[config.mk]
export PLATFORM = sky130hd
export DESIGN_NAME = inflight_scoreboard
export DESIGN_NICKNAME = d
export VERILOG_FILES = /design/src/inflight_pkg.sv /design/src/inflight_scoreboard.sv /design/src/inflight_bypass.sv /design/src/inflight_bits.sv /design/src/inflight_init.sv
export VERILOG_INCLUDE_DIRS = /design/src
export SDC_FILE = /design/constraint.sdc
export NUM_CORES = 1
export LEC_CHECK = 0
export BUFFER_PORTS_ARGS = -buffer_cell sky130_fd_sc_hd__buf_4
export CORE_ASPECT_RATIO = 0.7
export CORE_MARGIN = 5
export CORE_UTILIZATION = 25
export CTS_CLUSTER_DIAMETER = 30
export CTS_CLUSTER_SIZE = 24
export DETAILED_ROUTE_END_ITERATION = 6
export SYNTH_ARGS = -nofsm -noshare
export SYNTH_HDL_FRONTEND = slang
export SYNTH_SLANG_ARGS = --single-unit
[constraint.sdc]
create_clock -name clk -period 1.8 [get_ports clk]
set_input_delay 0.09 -clock clk [delete_from_list [all_inputs] [get_ports clk]]
set_output_delay 0.09 -clock clk [all_outputs]
set_load 0.02 [all_outputs]
[src/inflight_params.svh]
// ~~~~~~~~~~~~~~~~~~~~
// in-flight scoreboard sizing
// register count, tag width and port counts
// ~~~~~~~~~~~~~~~~~~~~

`ifndef INFLIGHT_PARAMS_SVH
`define INFLIGHT_PARAMS_SVH

// physical registers tracked
`define INFL_REG_COUNT 32

// log2 of the register count
`define INFL_TAG_WIDTH 5

// operand read ports
`define INFL_READ_PORTS 3

// writeback ports that retire a pending result
`define INFL_DONE_PORTS 2

`endif
[src/inflight_pkg.sv]
// ~~~~~~~~~~~~~~~~~~~~
// in-flight scoreboard types
// tags, read requests, strobes, sweep state
// ~~~~~~~~~~~~~~~~~~~~

`include "inflight_params.svh"

package inflight_pkg;

  // physical register tag
  typedef logic [`INFL_TAG_WIDTH-1:0] tag_t;

  // one operand lookup
  typedef struct packed {
    tag_t tag;
    // operand is an immediate, never busy
    logic imm;
  } read_req_t;

  // result written back, clears the busy bit
  typedef struct packed {
    logic valid;
    tag_t tag;
  } done_t;

  // destination renamed, sets the busy bit
  typedef struct packed {
    logic valid;
    tag_t tag;
  } alloc_t;

  // post-reset clearing sweep
  typedef enum logic {
    INIT_SWEEP = 1'b0,
    INIT_DONE  = 1'b1
  } init_state_e;

endpackage

[src/inflight_scoreboard.sv]
// ~~~~~~~~~~~~~~~~~~~~
// physical register in-flight scoreboard
// busy bit per register with read bypass
// ~~~~~~~~~~~~~~~~~~~~

`timescale 1ns/1ns

`include "inflight_params.svh"

module inflight_scoreboard
  import inflight_pkg::*;
(
  input  logic                                clk,
  input  logic                                rst,
  input  logic                                read_en,
  input  read_req_t [`INFL_READ_PORTS-1:0]   read_req,
  input  done_t     [`INFL_DONE_PORTS-1:0]   done,
  input  alloc_t                              alloc,
  output logic      [`INFL_READ_PORTS-1:0]   busy,
  output logic                                init_busy
);

  logic                                sweep_we;
  tag_t                                sweep_tag;
  read_req_t [`INFL_READ_PORTS-1:0]   req_q;
  logic      [`INFL_READ_PORTS-1:0]   init_q;
  done_t     [`INFL_DONE_PORTS-1:0]   done_q;
  logic      [`INFL_READ_PORTS-1:0]   raw_bit;

  inflight_init i_inflight_init (
    .clk       (clk),
    .rst       (rst),
    .init_busy (init_busy),
    .sweep_we  (sweep_we),
    .sweep_tag (sweep_tag)
  );

  inflight_bits i_inflight_bits (
    .clk       (clk),
    .rst       (rst),
    .init_busy (init_busy),
    .sweep_we  (sweep_we),
    .sweep_tag (sweep_tag),
    .read_en   (read_en),
    .read_req  (read_req),
    .done      (done),
    .alloc     (alloc),
    .req_q     (req_q),
    .init_q    (init_q),
    .done_q    (done_q),
    .raw_bit   (raw_bit)
  );

  // one bypass per read port
  // current done goes straight in, done_q from storage
  for (genvar p = 0; p < `INFL_READ_PORTS; p++)
  begin : g_port
    inflight_bypass i_inflight_bypass (
      .req_q   (req_q[p]),
      .init_q  (init_q[p]),
      .raw_bit (raw_bit[p]),
      .done    (done),
      .done_q  (done_q),
      .busy    (busy[p])
    );
  end

endmodule

[src/inflight_bypass.sv]
// ~~~~~~~~~~~~~~~~~~~~
// in-flight read bypass
// forces a read to 0 on a pending completion
// ~~~~~~~~~~~~~~~~~~~~

`timescale 1ns/1ns

`include "inflight_params.svh"

module inflight_bypass
  import inflight_pkg::*;
(
  input  read_req_t                          req_q,
  input  logic                               init_q,
  input  logic                               raw_bit,
  input  done_t     [`INFL_DONE_PORTS-1:0]  done,
  input  done_t     [`INFL_DONE_PORTS-1:0]  done_q,
  output logic                               busy
);

  logic [`INFL_DONE_PORTS-1:0] hit_now;
  logic [`INFL_DONE_PORTS-1:0] hit_late;
  logic                        cleared;

  // completion arriving this cycle
  always_comb
  begin
    for (int d = 0; d < `INFL_DONE_PORTS; d++)
    begin
      hit_now[d] = done[d].valid && (done[d].tag == req_q.tag);
    end
  end

  // completion in the delay stage, not yet in storage
  always_comb
  begin
    for (int d = 0; d < `INFL_DONE_PORTS; d++)
    begin
      hit_late[d] = done_q[d].valid && (done_q[d].tag == req_q.tag);
    end
  end

  assign cleared = |hit_now | |hit_late;

  // immediates and reads taken during the sweep are never busy
  assign busy = raw_bit & ~cleared & ~req_q.imm & ~init_q;

endmodule

[src/inflight_bits.sv]
// ~~~~~~~~~~~~~~~~~~~~
// in-flight busy bit storage
// one bit per physical register, delayed clears,
// registered read requests
// ~~~~~~~~~~~~~~~~~~~~

`timescale 1ns/1ns

`include "inflight_params.svh"

module inflight_bits
  import inflight_pkg::*;
(
  input  logic                                clk,
  input  logic                                rst,
  input  logic                                init_busy,
  input  logic                                sweep_we,
  input  tag_t                                sweep_tag,
  input  logic                                read_en,
  input  read_req_t [`INFL_READ_PORTS-1:0]   read_req,
  input  done_t     [`INFL_DONE_PORTS-1:0]   done,
  input  alloc_t                              alloc,
  output read_req_t [`INFL_READ_PORTS-1:0]   req_q,
  output logic      [`INFL_READ_PORTS-1:0]   init_q,
  output done_t     [`INFL_DONE_PORTS-1:0]   done_q,
  output logic      [`INFL_READ_PORTS-1:0]   raw_bit
);

  logic [`INFL_REG_COUNT-1:0] bits_q;
  logic [`INFL_REG_COUNT-1:0] clr_vec;
  logic [`INFL_REG_COUNT-1:0] set_vec;
  logic                       alloc_take;

  // nothing is allocated until the sweep is over
  assign alloc_take = alloc.valid & ~init_busy;

  // completion delay stage
  always_ff @(posedge clk)
  begin
    if (rst)
    begin
      done_q <= '0;
    end
    else
    begin
      for (int d = 0; d < `INFL_DONE_PORTS; d++)
      begin
        done_q[d].valid <= done[d].valid & ~init_busy;
        done_q[d].tag   <= done[d].tag;
      end
    end
  end

  // clear and set masks for this edge
  always_comb
  begin
    clr_vec = '0;
    set_vec = '0;
    if (sweep_we)
    begin
      clr_vec[sweep_tag] = 1'b1;
    end
    for (int d = 0; d < `INFL_DONE_PORTS; d++)
    begin
      if (done_q[d].valid)
      begin
        clr_vec[done_q[d].tag] = 1'b1;
      end
    end
    if (alloc_take)
    begin
      set_vec[alloc.tag] = 1'b1;
    end
  end

  // set after clear, so a same-tag alloc wins
  always_ff @(posedge clk)
  begin
    bits_q <= (bits_q & ~clr_vec) | set_vec;
  end

  // requests are held until the next read_en
  always_ff @(posedge clk)
  begin
    if (rst)
    begin
      req_q  <= '0;
      init_q <= '0;
    end
    else if (read_en)
    begin
      req_q  <= read_req;
      init_q <= {`INFL_READ_PORTS{init_busy}};
    end
  end

  // lookup follows storage updates while held
  always_comb
  begin
    for (int p = 0; p < `INFL_READ_PORTS; p++)
    begin
      raw_bit[p] = bits_q[req_q[p].tag];
    end
  end

endmodule

[src/inflight_init.sv]
// ~~~~~~~~~~~~~~~~~~~~
// in-flight init sweep
// clears one busy bit per cycle after reset
// ~~~~~~~~~~~~~~~~~~~~

`timescale 1ns/1ns

`include "inflight_params.svh"

module inflight_init
  import inflight_pkg::*;
(
  input  logic clk,
  input  logic rst,
  output logic init_busy,
  output logic sweep_we,
  output tag_t sweep_tag
);

  localparam tag_t LAST_TAG = tag_t'(`INFL_REG_COUNT - 1);

  init_state_e state_q;
  init_state_e state_d;
  tag_t        tag_q;

  // leave the sweep once the last tag is cleared
  always_comb
  begin
    state_d = state_q;
    case (state_q)
      INIT_SWEEP:
      begin
        if (tag_q == LAST_TAG)
        begin
          state_d = INIT_DONE;
        end
      end
      default:
      begin
        state_d = INIT_DONE;
      end
    endcase
  end

  always_ff @(posedge clk)
  begin
    if (rst)
    begin
      state_q <= INIT_SWEEP;
      tag_q   <= '0;
    end
    else
    begin
      state_q <= state_d;
      if (state_q == INIT_SWEEP)
      begin
        tag_q <= tag_q + tag_t'(1);
      end
    end
  end

  assign init_busy = (state_q == INIT_SWEEP);
  assign sweep_we  = (state_q == INIT_SWEEP);
  assign sweep_tag = tag_q;

endmodule

==> impl_metrics.yaml, run 1 <==
placement:
  finalWeightedCongestion: 0.923
  place_inst: 830
  hpwlAfterDp_um: 12900
  place_area_um2: 5640
  port_buffers: 42
die:
  fp-row-count: 41
  io_pins: 43
  die_width_um: 173
  fp.dieH_um: 124
  core_um2: 18100
  initial_core_util: 0.256
  die_area_um2: 21400
pwr:
  power.leakage_uw: 0.00252
  ir_drop_v: 0.000335
  p_per_area_nw_per_um2: 752
synth:
  synthFlopType: "dfxtp_1"
  synth_fa_ha_area_frac: 0.0135
  synth_cell_types: 48
  synth_top_family_by_area: "simple AND/OR/NAND/NOR gates"
  yosys_warnings: 0
  synth_top_area_frac: 0.298
  synth_compound_area_frac: 0.110
  synth_top_area_cell: "dfxtp_1"
  async_flop_share: 0
  yosysSeqAreaShare: 0.298
  synth_fp_nets: 566
  synth-simple-area-share: 0.241
  synth_seq_cells: 69
  synthCells: 522
  mappedNetlistArea_um2: 4640
  muxShareOfSynthArea: 0.171
  synthTopCellsByArea: "dfxtp_1 30%, mux4_2 9.7%, xor2_1 9.4%"
  syn_avg_cell_area_um2: 8.89
  synth_xor_area_frac: 0.119
  synth_edf_count: 0
cells_and_area:
  fill_cells: 1911
  ff_latch_area_um2: 1400
  final_area_um2: 6140
  drive_above_1_share: 0.272
  fin_nets: 663
  area_delta_synth_final_pct: 32.3
  multi_input_area_um2: 3090
  diodes: 0
  stdcell_count: 858
detailed_routing:
  drtAntennaViolNets: 0
  wl_per_cell_um: 19.6
  via_per_inst: 5.35
  wirelength_um: 16800
  drt_pass1_iterations: 5
  vias: 4588
  drtIter0Drc: 527
  drc: 0
timing:
  slew_headroom: 0.589
  hold_violations: 0
  setup_viol: 3
  finalWorstSetupSlack_ps: -499
  period_minus_slack_ps: 2300
  period_share: 1.28
  clock.fmax_ghz: 0.435
  worst_pin_slew_ps: 611
  drv_slew: 0
  rsz0062_at_grt: "yes"
  finClkSkew_ps: 4.96
  tns_ps: -1320
global_route:
  grt_pass1_wl_um: 25900
  grt_usage: 0.157
  grt_pass1_vias: 4466
  grt_max_degree: 38
  globalRouteOverflowTotal: 0
  antenna_found_initial: 0
clocking:
  clock_sinks: 69
  cts_max_path_buffers: 2
  cts_root_buffer: "clkbuf_16"
  h-tree-depth: 3
  path_clk_slew_ps: 50
  clk_latency_ps: 340
  cts_tree: "built"
  numCtsBuffers: 9
worst_setup_path:
  cp_slowest_cell: "or4_4"
  end_kind: "output pin"
  cp_data_required_time_ps: 1710
  crit_type: "register to output pin"
  path_max_fanout: 3
  rr_endpoint: "i_inflight_bits.bits_q[7]"
  r2r_setup_slack_ps: 160
  timing.rr.start: "i_inflight_bits.done_q[4]"
  crit_path_max_incr_delay_ps: 520
  reg2reg_depth: 6
  cp.arrival_ps: 2210
  crit_family: "simple AND/OR/NAND/NOR gates"
  crit_chain: "buf_12 -> mux4_2 -> o21ai_2 -> or4_4 -> nor4_4 -> buf_4"
  critPathBufInv: 2
  cp-start-kind: "register"
outcome:
  status: "finished, violations left"
  violations: "setup timing"
hold_path:
  hp-class: "input pin to register"
  min_path_cells: 3
  min-delay-start: "read_req[7]"
  min_to: "i_inflight_bits.req_q[7]"
flow_run:
  maxCapViolations: 0
[how the worst max path moves through the flow]
stage,startpoint,endpoint,slack (ps),cells past startpoint
2_1_floorplan,i_inflight_bits.req_q[2],busy[0],-20,7
3_3_place_gp,i_inflight_bits.req_q[7],busy[1],-300,6
3_5_place_dp,i_inflight_bits.req_q[8],busy[1],-280,8
4_1_cts,i_inflight_bits.req_q[8],busy[1],-440,5
5_1_grt,i_inflight_bits.req_q[8],busy[1],-550,5
6_report,i_inflight_bits.req_q[1],busy[0],-500,6
[metrics by stage]
stage          total power (uW)   util  hold slack [ps]  setup WS, ps
6_report                   4620  0.339             8.43          -499
5_1_grt                    4800  0.339             18.4          -545
4_1_cts                    4610  0.336         0.000250          -438
3_5_place_dp               2860  0.311              330          -281
3_3_place_gp               2840  0.311              325          -305
2_1_floorplan              2380      -              218         -16.3
[power breakdown]
group          internal, uW  total [uW]  switching (uW)
sequential             1650        1790             132
clock                  1070        1720             650
combinational           588        1120             529
total                  3310        4620            1310
[sequential cells by signal, summed over array words and instances (netlist names)]
name and flops:
i_inflight_init.sweep_tag 5, i_inflight_init.state_q 1, i_inflight_bits.req_q 18, i_inflight_bits.bits_q 32, i_inflight_bits.init_q 1, i_inflight_bits.done_q 12
[final cells by class]
cell class,instances,share of cell area
inverters,4,0.00245
repair buffers,130,0.173
well taps,236,0.0481
clock buffers,13,0.0456
clock inverters,1,0.000815
flip-flops and latches,69,0.228
multi-input cells,405,0.503
[metal layers]
metal | up-vias | track usage | share of wire
li1 | 2096 | - | -
met1 | 2209 | 0.232 | 0.47
met2 | 251 | 0.217 | 0.40
met3 | 32 | 0.0485 | 0.12
met4 | 0 | 0.0471 | 0.018
met5 | - | 0 | 0
[worst min-delay path, delay by kind of cell]
family	cells	cell delay [ps]
buffers and inverters	1	90
AND/OR/NAND/NOR	1	70
multiplexers	1	60
[cells in the mapped netlist, drive strengths merged (18+ instances only)]
library cell  number
dfxtp             69
nor4              18
nor2              39
a22oi             27
nand3             37
mux4              23
mux2i             24
nand2             49
clkbuf            30
o21ai             35
xor2              50
[what timing repair did]
| item | in CTS | in global routing |
|---|---|---|
| hold endpoints to repair | 13 | 0 |
| resized for setup | 12 | 10 |
| buffers inserted | 2 | 0 |
| endpoints found under the setup margin | 3 | 3 |
| hold buffers | 13 | 0 |
| pin swaps | 6 | 7 |
[cells in the final DEF, fill, tap and decap left out, types with 3 or more instances in the layout]
cell,synthesis,routed
buf_4,5,110
dlygate4sd3_1,0,13
nor4_1,17,15
nor2_1,39,39
nor4b_1,4,3
nand3b_1,7,7
xor2_1,50,50
mux2i_1,24,23
nor2b_1,14,14
nor3_1,3,3
o21ai_0,34,34
nand3_1,37,36
xnor2_1,13,13
nand2_1,49,49
mux4_2,20,20
buf_6,1,4
ha_1,5,5
dfxtp_4,0,3
o211ai_1,3,3
dfxtp_1,69,62
inv_1,3,3
clkbuf_8,1,4
o2111ai_1,3,3
clkbuf_16,0,9
mux4_1,3,3
nor3b_1,11,11
nand4_1,5,5
dfxtp_2,0,4
and3b_1,6,6
a22oi_1,27,27
and3_1,6,6
buf_12,0,3
[cells by family (layout without fill, tap and decap cells)]
group / after synthesis / in the layout
flops: 69 / 69
mux: 49 / 49
buf+inv: 48 / 148
simple gates: 209 / 209
xor+xnor: 63 / 63
fa+ha+maj: 5 / 5
compound gates: 79 / 79
Note: power is estimated with default switching activity, not from simulation.
==> inputs of run 2 (changes only) <==
--- a/config.mk
+++ b/config.mk
@@ -7,12 +7,13 @@
 export NUM_CORES = 1
 export LEC_CHECK = 0
 export BUFFER_PORTS_ARGS = -buffer_cell sky130_fd_sc_hd__buf_4
-export CORE_ASPECT_RATIO = 0.7
+export CORE_ASPECT_RATIO = 1.2
 export CORE_MARGIN = 5
 export CORE_UTILIZATION = 25
 export CTS_CLUSTER_DIAMETER = 30
 export CTS_CLUSTER_SIZE = 24
 export DETAILED_ROUTE_END_ITERATION = 6
+export RECOVER_POWER = 100
 export SYNTH_ARGS = -nofsm -noshare
 export SYNTH_HDL_FRONTEND = slang
 export SYNTH_SLANG_ARGS = --single-unit
==> run 2 against run 1 <==
The flow finishes with violations (capacitance limit, slew limit, setup timing); sequential power barely moved; largest power group is now clock; design area increased by 0.63%; critical path depth unchanged; highest routed layer unchanged; critical path type unchanged.
==> impl_metrics.yaml, run 2 (synthesized netlist as in run 1, its figures left out) <==
clocking:
  path_clk_slew_ps: 60
  clock_sinks: 69
  cts_tree: "built"
  cts_max_path_buffers: 2
  h-tree-depth: 3
  clk_latency_ps: 350
  numCtsBuffers: 9
  cts_root_buffer: "clkbuf_16"
die:
  fp.dieH_um: 159
  initial_core_util: 0.254
  die_width_um: 134
  fp-row-count: 54
  die_area_um2: 21400
  io_pins: 43
  core_um2: 18200
worst_setup_path:
  path_common_cell: "buf_4"
  path_max_fanout: 4
  cp.arrival_ps: 2140
  worstSetupPathDepth: 6
  reg2reg_depth: 7
  crit_family: "simple AND/OR/NAND/NOR gates"
  rr_endpoint: "i_inflight_bits.bits_q[18]"
  critPathBufInv: 2
  cp-startpoint: "i_inflight_bits.req_q[2]"
  cp-start-kind: "register"
  timing.rr.start: "i_inflight_bits.done_q[7]"
  cp_data_required_time_ps: 1710
  crit_path_max_incr_delay_ps: 530
  endpoint: "busy[0]"
  r2r_setup_slack_ps: 100
  crit_chain: "buf_4 -> mux4_1 -> nor4_1 -> or4_4 -> nor4_4 -> buf_4"
  cp_slowest_cell: "or4_4"
  crit_type: "register to output pin"
  end_kind: "output pin"
cells_and_area:
  ff_latch_area_um2: 1400
  largest_reg_flops: 32
  fin_nets: 657
  diodes: 0
  multi_input_area_um2: 3110
  top_register: "i_inflight_bits.bits_q"
  area_delta_synth_final_pct: 33.2
  layout_commonest_cell: "buf_4"
  fill_cells: 1865
  drive_above_1_share: 0.252
  top_regs: "i_inflight_bits.bits_q (32), i_inflight_bits.req_q (18), i_inflight_bits.done_q (12)"
  final_cell_mix: "89 x buf_4, 61 x dfxtp_1, 50 x xor2_1"
outcome:
  status: "finished, violations left"
  violations: "capacitance limit, slew limit, setup timing"
detailed_routing:
  wirelength_um: 16200
  drc: 0
  vias: 4475
  drtIter0Drc: 442
  wl_per_cell_um: 19.2
  via_per_inst: 5.31
  drtAntennaViolNets: 0
  drt_pass1_iterations: 5
pwr:
  p_per_area_nw_per_um2: 827
  ir_drop_v: 0.000497
  totalPowerFinal_uw: 5110
  power.leakage_uw: 0.00249
global_route:
  globalRouteOverflowTotal: 0
  grt_pass1_wl_um: 25500
  grt_usage: 0.152
  grt_max_degree: 38
  antenna_found_initial: 0
  grt_pass1_vias: 4524
placement:
  finalWeightedCongestion: 0.970
  port_buffers: 42
  hpwlAfterDp_um: 12000
timing:
  period_share: 1.24
  clock.fmax_ghz: 0.449
  setup_viol: 3
  finalWorstSetupSlack_ps: -425
  rsz0062_at_grt: "yes"
  slew_headroom: -0.245
  finClkSkew_ps: 6.72
  drv_slew: 38
  period_minus_slack_ps: 2230
  hold_violations: 0
  finalHoldWorstSlack_ps: 11.5
  worst_pin_slew_ps: 1870
hold_path:
  hp-class: "input pin to register"
flow_run:
  maxCapViolations: 1
## run 2: cell count changes in the layout (fill, tap and decap cells not counted), moves of 3 or more
cell / previous run / this run
clkbuf_2: 0 / 3
clkbuf_1: 0 / 6
bufinv_16: 0 / 4
buf_4: 110 / 89
dlygate4sd3_1: 13 / 20
clkbuf_8: 4 / 0
## run 2: what timing repair did
item                       in CTS  in global routing
resized for setup              14                 11
hold buffers                   20                  0
hold endpoints to repair       20                  0
setup endpoints to repair       3                  3
buffers inserted                0                  2
pin swaps                       5                  7
## run 2: metrics by stage
step	setup slack (ps)	setup TNS [ps]	util	instances	cell area, um^2
2_1_floorplan	-16.3	-16.3	-	522	4640
3_3_place_gp	-144	-229	0.304	805	5550
3_5_place_dp	-176	-242	0.304	805	5550
4_1_cts	-415	-1060	0.339	841	6180
5_1_grt	-509	-1340	0.339	842	6180
6_report	-425	-1110	0.339	842	6180
## run 2: per-layer routing
| metal | global-route usage | wire length [um] |
|---|---|---|
| met4 | 0.0602 | 609 |
| met1 | 0.194 | 6860 |
| met5 | 0 | 0 |
| met2 | 0.245 | 7540 |
| met3 | 0.0401 | 1180 |
## run 2: power breakdown
group	total [uW]	internal (uW)	leakage [uW]	switching, uW
clock	2260	1500	0.000177	754
combinational	1040	564	0.00175	478
sequential	1810	1660	0.000571	155
## run 2: layout make-up
| cell class | instances | share of cell area |
|---|---|---|
| Multi-Input combinational cell | 405 | 0.503 |
| Clock buffer | 9 | 0.0365 |
| Timing Repair Buffer | 124 | 0.163 |
| Tap cell | 224 | 0.0454 |
| Clock inverter | 7 | 0.0235 |
| Inverter | 4 | 0.00243 |
| Sequential cell | 69 | 0.226 |
## run 2: how the worst min path moves through the flow
| stage | startpoint | endpoint | slack [ps] | cells after the start |
|---|---|---|---|---|
| floorplan | done[0] | i_inflight_bits.done_q[0] | 220 | 1 |
| global placement | read_req[10] | i_inflight_bits.req_q[10] | 330 | 3 |
| detailed placement | read_req[7] | i_inflight_bits.req_q[7] | 330 | 3 |
| CTS | done[4] | i_inflight_bits.done_q[4] | 1 | 2 |
| global route | done[0] | i_inflight_bits.done_q[0] | 20 | 2 |
| finish | done[4] | i_inflight_bits.done_q[4] | 10 | 2 |
